## config.mk

```make
export PLATFORM = sky130hd
export DESIGN_NAME = periph_subsystem
export DESIGN_NICKNAME = d
export VERILOG_FILES = /design/src/source/periph_map_pkg.sv /design/src/source/periph_bus_pkg.sv /design/src/source/periph_decoder.sv /design/src/source/machine_timer.sv /design/src/source/uart_bridge.sv /design/src/source/periph_resp_mux.sv /design/src/source/periph_subsystem.sv
export SDC_FILE = /design/constraint.sdc
export NUM_CORES = 1
export LEC_CHECK = 0
export BUFFER_PORTS_ARGS = -buffer_cell sky130_fd_sc_hd__buf_2
export CAP_MARGIN = 20
export CORE_MARGIN = 5
export CORE_UTILIZATION = 40
export CTS_BUF_LIST = sky130_fd_sc_hd__clkbuf_4
export CTS_CLUSTER_DIAMETER = 120
export DETAILED_ROUTE_END_ITERATION = 12
export HOLD_SLACK_MARGIN = 0.02
export PLACE_DENSITY_LB_ADDON = 0.08
export SLEW_MARGIN = 15
export SYNTH_ARGS = -nofsm -noshare
export SYNTH_HDL_FRONTEND = slang
export SYNTH_HIERARCHICAL = 1
export SYNTH_SLANG_ARGS = --single-unit
```

## constraint.sdc

```tcl
create_clock -name clk_i -period 4.69 [get_ports clk_i]
set_input_delay 0.2345 -clock clk_i [delete_from_list [all_inputs] [get_ports clk_i]]
set_output_delay 0.2345 -clock clk_i [all_outputs]
set_load 0.05 [all_outputs]
```

## src/source/periph_map_pkg.sv

```systemverilog
package periph_map_pkg;

    localparam int ADDR_W = 32;
    localparam int DATA_W = 32;

    // Default region bases
    localparam logic [ADDR_W-1:0] TIMER_BASE_DEF = 32'h4000_0000;
    localparam logic [ADDR_W-1:0] UART_BASE_DEF  = 32'h4000_2000;

    // Region sizes in bytes
    localparam int TIMER_SIZE = 4096;
    localparam int UART_SIZE  = 8192;

    localparam int UART_OFFS_W = 13;

    typedef enum logic [1:0] {
        REGION_NONE,
        REGION_TIMER,
        REGION_UART
    } region_e;

    // Timer register byte offsets
    localparam logic [ADDR_W-1:0] TIMER_MTIME_LO = 32'h0;
    localparam logic [ADDR_W-1:0] TIMER_MTIME_HI = 32'h4;
    localparam logic [ADDR_W-1:0] TIMER_CMP_LO   = 32'h8;
    localparam logic [ADDR_W-1:0] TIMER_CMP_HI   = 32'hC;

endpackage

```

## src/source/periph_bus_pkg.sv

```systemverilog
package periph_bus_pkg;

    import periph_map_pkg::*;

    typedef struct packed {
        logic              psel;
        logic              penable;
        logic              pwrite;
        logic [ADDR_W-1:0] paddr;
        logic [DATA_W-1:0] pwdata;
    } apb_req_t;

    typedef struct packed {
        logic              pready;
        logic [DATA_W-1:0] prdata;
        logic              pslverr;
    } apb_rsp_t;

    // Timer sees whole words, low bits ignored
    typedef struct packed {
        logic [ADDR_W-3:0] word_idx;
        logic [1:0]        byte_sel;
    } timer_offs_t;

    typedef struct packed {
        logic [ADDR_W-UART_OFFS_W-1:0] unused;
        logic [UART_OFFS_W-1:0]        byte_offs;
    } uart_offs_t;

    // Same local offset, decoded per target
    typedef union packed {
        timer_offs_t timer;
        uart_offs_t  uart;
    } offs_u;

    typedef struct packed {
        logic              sel;
        logic              penable;
        logic              pwrite;
        offs_u             offset;
        logic [DATA_W-1:0] pwdata;
    } tgt_req_t;

    typedef struct packed {
        logic                   valid;
        logic                   write;
        logic [UART_OFFS_W-1:0] addr;
        logic [DATA_W-1:0]      wdata;
    } uart_req_t;

    typedef struct packed {
        logic              valid;
        logic [DATA_W-1:0] rdata;
        logic              error;
    } uart_rsp_t;

endpackage

```

## src/source/periph_decoder.sv

```systemverilog
module periph_decoder
    import periph_map_pkg::*;
    import periph_bus_pkg::*;
#(
    parameter logic [ADDR_W-1:0] TIMER_BASE = TIMER_BASE_DEF,
    parameter logic [ADDR_W-1:0] UART_BASE  = UART_BASE_DEF
) (
    input  apb_req_t req_i,
    output tgt_req_t timer_o,
    output tgt_req_t uart_o,
    output region_e  region_o
);

    logic [ADDR_W-1:0] timer_offs;
    logic [ADDR_W-1:0] uart_offs;
    logic              timer_hit;
    logic              uart_hit;

    // Wrapping subtract, so one compare covers both range ends
    assign timer_offs = req_i.paddr - TIMER_BASE;
    assign uart_offs  = req_i.paddr - UART_BASE;
    assign timer_hit  = timer_offs < ADDR_W'(TIMER_SIZE);
    assign uart_hit   = uart_offs < ADDR_W'(UART_SIZE);

    assign timer_o.sel     = req_i.psel && timer_hit;
    assign timer_o.penable = req_i.penable;
    assign timer_o.pwrite  = req_i.pwrite;
    assign timer_o.offset  = offs_u'(timer_offs);
    assign timer_o.pwdata  = req_i.pwdata;

    assign uart_o.sel     = req_i.psel && uart_hit;
    assign uart_o.penable = req_i.penable;
    assign uart_o.pwrite  = req_i.pwrite;
    assign uart_o.offset  = offs_u'(uart_offs);
    assign uart_o.pwdata  = req_i.pwdata;

    always_comb begin
        region_o = REGION_NONE;
        if (req_i.psel && timer_hit) begin
            region_o = REGION_TIMER;
        end else if (req_i.psel && uart_hit) begin
            region_o = REGION_UART;
        end
    end

    // Overlapping bases from the top level would select both targets
    a_one_target: assert property (@(posedge req_i.penable) !(timer_o.sel && uart_o.sel));

endmodule

```

## src/source/machine_timer.sv

```systemverilog
module machine_timer
    import periph_map_pkg::*;
    import periph_bus_pkg::*;
(
    input  logic     clk_i,
    input  logic     rst_i,
    input  tgt_req_t req_i,
    output apb_rsp_t rsp_o,
    output logic     irq_o
);

    logic [63:0]       mtime_q;
    logic [63:0]       mtimecmp_q;
    logic              access;
    logic [ADDR_W-1:0] reg_offs;
    logic [DATA_W-1:0] rdata;
    logic              known;

    assign access = req_i.sel && req_i.penable;

    // Byte select bits are don't-care
    assign reg_offs = {req_i.offset.timer.word_idx, 2'b00};

    always_comb begin
        rdata = '0;
        known = 1'b1;
        case (reg_offs)
            TIMER_MTIME_LO: rdata = mtime_q[31:0];
            TIMER_MTIME_HI: rdata = mtime_q[63:32];
            TIMER_CMP_LO:   rdata = mtimecmp_q[31:0];
            TIMER_CMP_HI:   rdata = mtimecmp_q[63:32];
            default:        known = 1'b0;
        endcase
    end

    always_ff @(posedge clk_i) begin
        if (rst_i) begin
            mtime_q    <= '0;
            mtimecmp_q <= '1;
        end else begin
            mtime_q <= mtime_q + 64'd1;
            if (access && req_i.pwrite) begin
                // A half write replaces that cycle's increment
                case (reg_offs)
                    TIMER_MTIME_LO: mtime_q <= {mtime_q[63:32], req_i.pwdata};
                    TIMER_MTIME_HI: mtime_q <= {req_i.pwdata, mtime_q[31:0]};
                    TIMER_CMP_LO:   mtimecmp_q[31:0] <= req_i.pwdata;
                    TIMER_CMP_HI:   mtimecmp_q[63:32] <= req_i.pwdata;
                    default:        ;
                endcase
            end
        end
    end

    assign irq_o = mtime_q >= mtimecmp_q;

    // Zero wait states
    assign rsp_o.pready  = access;
    assign rsp_o.prdata  = (access && !req_i.pwrite) ? rdata : '0;
    assign rsp_o.pslverr = access && !known;

    // Completion only after a proper setup phase
    a_setup_before_ready: assert property (
        @(posedge clk_i) disable iff (rst_i)
        rsp_o.pready |-> req_i.penable && $past(req_i.sel && !req_i.penable)
    );

endmodule

```

## src/source/uart_bridge.sv

```systemverilog
module uart_bridge
    import periph_bus_pkg::*;
(
    input  logic      clk_i,
    input  logic      rst_i,
    input  tgt_req_t  req_i,
    output apb_rsp_t  rsp_o,
    output uart_req_t uart_req_o,
    input  uart_rsp_t uart_rsp_i
);

    typedef enum logic [1:0] {
        ST_IDLE,
        ST_WAIT,
        ST_DONE
    } state_e;

    state_e state_q;
    state_e state_d;
    logic   access;
    logic   start;
    logic   done;
    logic [$bits(uart_rsp_i.rdata)-1:0] rdata_q;
    logic   err_q;

    assign access = req_i.sel && req_i.penable;
    assign start  = (state_q == ST_IDLE) && access;
    assign done   = state_q == ST_DONE;

    always_comb begin
        state_d = state_q;
        case (state_q)
            ST_IDLE: begin
                if (access) begin
                    state_d = uart_rsp_i.valid ? ST_DONE : ST_WAIT;
                end
            end
            ST_WAIT: begin
                if (uart_rsp_i.valid) begin
                    state_d = ST_DONE;
                end
            end
            default: state_d = ST_IDLE;
        endcase
    end

    always_ff @(posedge clk_i) begin
        if (rst_i) begin
            state_q <= ST_IDLE;
        end else begin
            state_q <= state_d;
        end
    end

    always_ff @(posedge clk_i) begin
        if (uart_req_o.valid && uart_rsp_i.valid) begin
            rdata_q <= uart_rsp_i.rdata;
            err_q   <= uart_rsp_i.error;
        end
    end

    // Host holds address and data, so the payload follows it
    assign uart_req_o.valid = start || (state_q == ST_WAIT);
    assign uart_req_o.write = req_i.pwrite;
    assign uart_req_o.addr  = req_i.offset.uart.byte_offs;
    assign uart_req_o.wdata = req_i.pwdata;

    assign rsp_o.pready  = done;
    assign rsp_o.prdata  = done ? rdata_q : '0;
    assign rsp_o.pslverr = done && err_q;

    a_req_stable: assert property (
        @(posedge clk_i) disable iff (rst_i)
        state_q == ST_WAIT |-> $stable(uart_req_o)
    );

endmodule

```

## src/source/periph_resp_mux.sv

```systemverilog
module periph_resp_mux
    import periph_map_pkg::*;
    import periph_bus_pkg::*;
(
    input  region_e    region_i,
    input  logic       penable_i,
    input  apb_rsp_t   timer_rsp_i,
    input  apb_rsp_t   uart_rsp_i,
    input  logic       timer_irq_i,
    input  logic       uart_irq_i,
    output apb_rsp_t   rsp_o,
    output logic [1:0] irq_o
);

    always_comb begin
        case (region_i)
            REGION_TIMER: rsp_o = timer_rsp_i;
            REGION_UART:  rsp_o = uart_rsp_i;
            default: begin
                // Unmapped, error in the first access cycle
                rsp_o.pready  = penable_i;
                rsp_o.prdata  = '0;
                rsp_o.pslverr = penable_i;
            end
        endcase
    end

    assign irq_o = {uart_irq_i, timer_irq_i};

endmodule

```

## src/source/periph_subsystem.sv

```systemverilog
module periph_subsystem
    import periph_map_pkg::*;
    import periph_bus_pkg::*;
#(
    parameter logic [ADDR_W-1:0] TIMER_BASE = TIMER_BASE_DEF,
    parameter logic [ADDR_W-1:0] UART_BASE  = UART_BASE_DEF
) (
    input  logic       clk_i,
    input  logic       rst_i,
    input  apb_req_t   apb_req_i,
    output apb_rsp_t   apb_rsp_o,
    output uart_req_t  uart_req_o,
    input  uart_rsp_t  uart_rsp_i,
    input  logic       uart_irq_i,
    output logic [1:0] irq_o
);

    tgt_req_t timer_req;
    tgt_req_t uart_tgt_req;
    region_e  region;
    apb_rsp_t timer_rsp;
    apb_rsp_t uart_tgt_rsp;
    logic     timer_irq;

    periph_decoder #(
        .TIMER_BASE(TIMER_BASE),
        .UART_BASE (UART_BASE)
    ) u_decoder (
        .req_i   (apb_req_i),
        .timer_o (timer_req),
        .uart_o  (uart_tgt_req),
        .region_o(region)
    );

    machine_timer u_timer (
        .clk_i(clk_i),
        .rst_i(rst_i),
        .req_i(timer_req),
        .rsp_o(timer_rsp),
        .irq_o(timer_irq)
    );

    uart_bridge u_uart_bridge (
        .clk_i     (clk_i),
        .rst_i     (rst_i),
        .req_i     (uart_tgt_req),
        .rsp_o     (uart_tgt_rsp),
        .uart_req_o(uart_req_o),
        .uart_rsp_i(uart_rsp_i)
    );

    periph_resp_mux u_resp_mux (
        .region_i   (region),
        .penable_i  (apb_req_i.penable),
        .timer_rsp_i(timer_rsp),
        .uart_rsp_i (uart_tgt_rsp),
        .timer_irq_i(timer_irq),
        .uart_irq_i (uart_irq_i),
        .rsp_o      (apb_rsp_o),
        .irq_o      (irq_o)
    );

endmodule

```

==> reports/qor.txt <==
Sw Share: 28.95%
Clock Power Share: 35.2%
Remaining DRCs: 0
Total Neg Setup Slack: 0 ns
f_max: 0.2399 GHz
Worst path slowest cell: a2111oi_0
number of max-cap violations: 0
Reg-to-Reg End: u_timer/mtime_q[48]$_SDFFE_PP0P_
Synthesis Warnings: 6
total power: 2.726 mW
reg2reg path depth: 8
skew final: 0.03131 ns
Min-Delay Path Class: in2reg
total CTS buffers: 17
reg-to-reg startpoint: u_timer/mtime_q[0]$_SDFFE_PP0P_
Final GP Congestion: 0.8883
area occupied by multi-input gates: 6785 sq um
Power Density: 205.4 nW/um^2
Worst EP required: 4.46 ns
cell internal pwr: 1.936 mW
reg-to-reg slack, setup: 1.31 ns
number of fill cells: 3064
Pleak: 5.446 nW
Sequential Power Share: 52.7%
Placement Rows: 64
detailed-route wire length: 39620 um
Initial Util: 40.50%
slowest stage delay, CP: 0.87 ns
post_cts resized: 0
Worst-Margin Slew: 1.075 ns
I/O pin total: 187
final-report max-slew violation count: 0
Hold Path Sink: u_uart_bridge/state_q[0]$_SDFFE_PP0P_
vias: 10960
Clock Latency Late Sink: 0.60 ns
Worst Setup Start Kind: register
vias per cell: 5.725
crit path kind: reg2out
TritonCTS clock tree: done
number of buffers on the longest clock path: 2
core area: 30510 sq um
Clk pin slew, worst setup/hold paths: 0.16 ns
worst path cell trace: ha_1 -> nand4_1 -> nor4_1 -> a221oi_1 -> o21ai_0 -> a2111oi_0 -> nand3_1 -> buf_2
nets: 1676
crit path DAT: 3.93 ns
vias in the first global route: 10240
share of cells above drive strength 1: 21.37%
first-pass iteration count of the detailed router: 6
run status: finished clean
antenna viol nets, final: 0
syn nets: 1646
post-DP HPWL: 28520 um
H-tree levels: 4
Area Overhead vs Synth: 7.361%
Final Hold Viols: 0
Avg WL per Cell: 20.70 um
Root Driver: clkbuf_4
max_slew headroom: 27.69%
Post-CTS Setup Bufs: 0
unrepaired setup endpoints after global routing: no
Final setup viols: 0
Logic pwr share: 12.2%
hold path depth: 3
register area: 3593 sq um
CP Capture Type: output port
Total GRT Usage: 22.47%
synthesized area: 12360 sq um
min Tclk post-route: 4.168 ns
largest vdd supply drop: 0.1538 mV
switching power: 789.1 uW
total grt overflow: 0
Die X: 185.8 um
largest net degree at the start of global routing: 66
1st-iter DRT viols: 825
first-pass GRT wire length: 60460 um
Synth Area per Inst: 8.389 sq um
initial antenna violation count: 2
Min-Delay Startpoint: apb_req_i[65]
Gate Count Post-Synth: 1473
Tcrit/Tclk final: 88.86%
critical path peak fanout: 6
DIE HEIGHT: 185.8 um
full die area: 34510 sq um
IO Port Bufs: 180
clock sinks: 163
[metrics by stage]
step	hold slack [ns]	std cells	cell area, sq um	utilization, %	setup slack, ns
final	0.1163	1914	13270	43.48	0.5224
after global placement	0.4123	1813	12280	40.25	0.7562
after CTS	0.07409	1912	13260	43.47	0.6287
after detailed placement	0.4126	1813	12280	40.25	0.6474
after floorplan	0.3115	1473	12360	-	0.9566
after global routing	0.1124	1914	13270	43.48	0.4394
[flip-flops by register name, indices dropped and copies added, names as in the netlist]
signal / flops
u_timer/mtime_q: 64
u_timer/mtimecmp_q: 64
u_uart_bridge/rdata_q: 32
u_uart_bridge/err_q: 1
u_uart_bridge/state_q: 2
[layer usage]
metal / wire length [um] / track usage [%] / vias up
met4: 450 / 4.576 / 0
met3: 2752 / 3.166 / 31
met5: 0 / 0 / -
li1: - / - / 5282
met2: 17970 / 35.83 / 391
met1: 18440 / 32.66 / 5254
[power by group through the flow]
stage          Sequential [mW]  Clock [mW]  Combinational, mW
6_report                  1.44       0.959              0.332
5_1_grt                   1.44        1.05              0.354
4_1_cts                   1.44       0.993              0.334
3_5_place_dp              1.47           0              0.290
3_3_place_gp              1.47           0              0.290
2_1_floorplan             1.46           0              0.270
[placed cells by master (no fill, tap or decap), types with 35 or more instances in the layout]
cell and instances:
nand4_1 41, ha_1 67, and2_1 39, a31oi_1 56, nor2_1 137, buf_2 179
nor2b_1 35, dlygate4sd3_1 67, a21oi_1 93, o21ai_0 56, inv_1 82, nand2_1 56
dfxtp_1 130, nor3_1 95
[area by class of cell]
type / instances / area share (%)
antenna: 2 / 0.03773
tap: 396 / 3.735
multi-input combinational: 969 / 51.15
timing repair buffer: 269 / 13.30
sequential: 163 / 27.09
clock buffer: 18 / 1.019
clock inverter: 14 / 1.330
inverter: 83 / 2.348
[worst max-delay path: cells and delay by family, from the launching register on]
family                     cells  cell delay (ns)
and+or+nand+nor                3             0.73
adders and majority gates      1             0.28
buffers and inverters          1             0.30
AOI/OAI and AO/OA              3             1.51
DFF                            1             0.50
[repair_timing]
| item | in CTS | in global routing |
|---|---|---|
| endpoints found under the hold margin | 151 | 0 |
| hold buffers | 67 | 0 |
| setup endpoints to repair | 0 | 0 |
[how the worst max path moves through the flow]
stage | from | end | slack [ns] | cells past startpoint
2_1_floorplan | apb_req_i[54] | apb_rsp_o[30] | 0.96 | 11
3_3_place_gp | apb_req_i[54] | apb_rsp_o[10] | 0.76 | 11
3_5_place_dp | apb_req_i[54] | apb_rsp_o[10] | 0.65 | 11
4_1_cts | u_timer/mtime_q[60]$_SDFFE_PP0P_ | irq_o[0] | 0.63 | 8
5_1_grt | apb_req_i[54] | apb_rsp_o[1] | 0.44 | 11
6_report | u_timer/mtime_q[60]$_SDFFE_PP0P_ | irq_o[0] | 0.52 | 8
(Power assumes the default switching activity.)
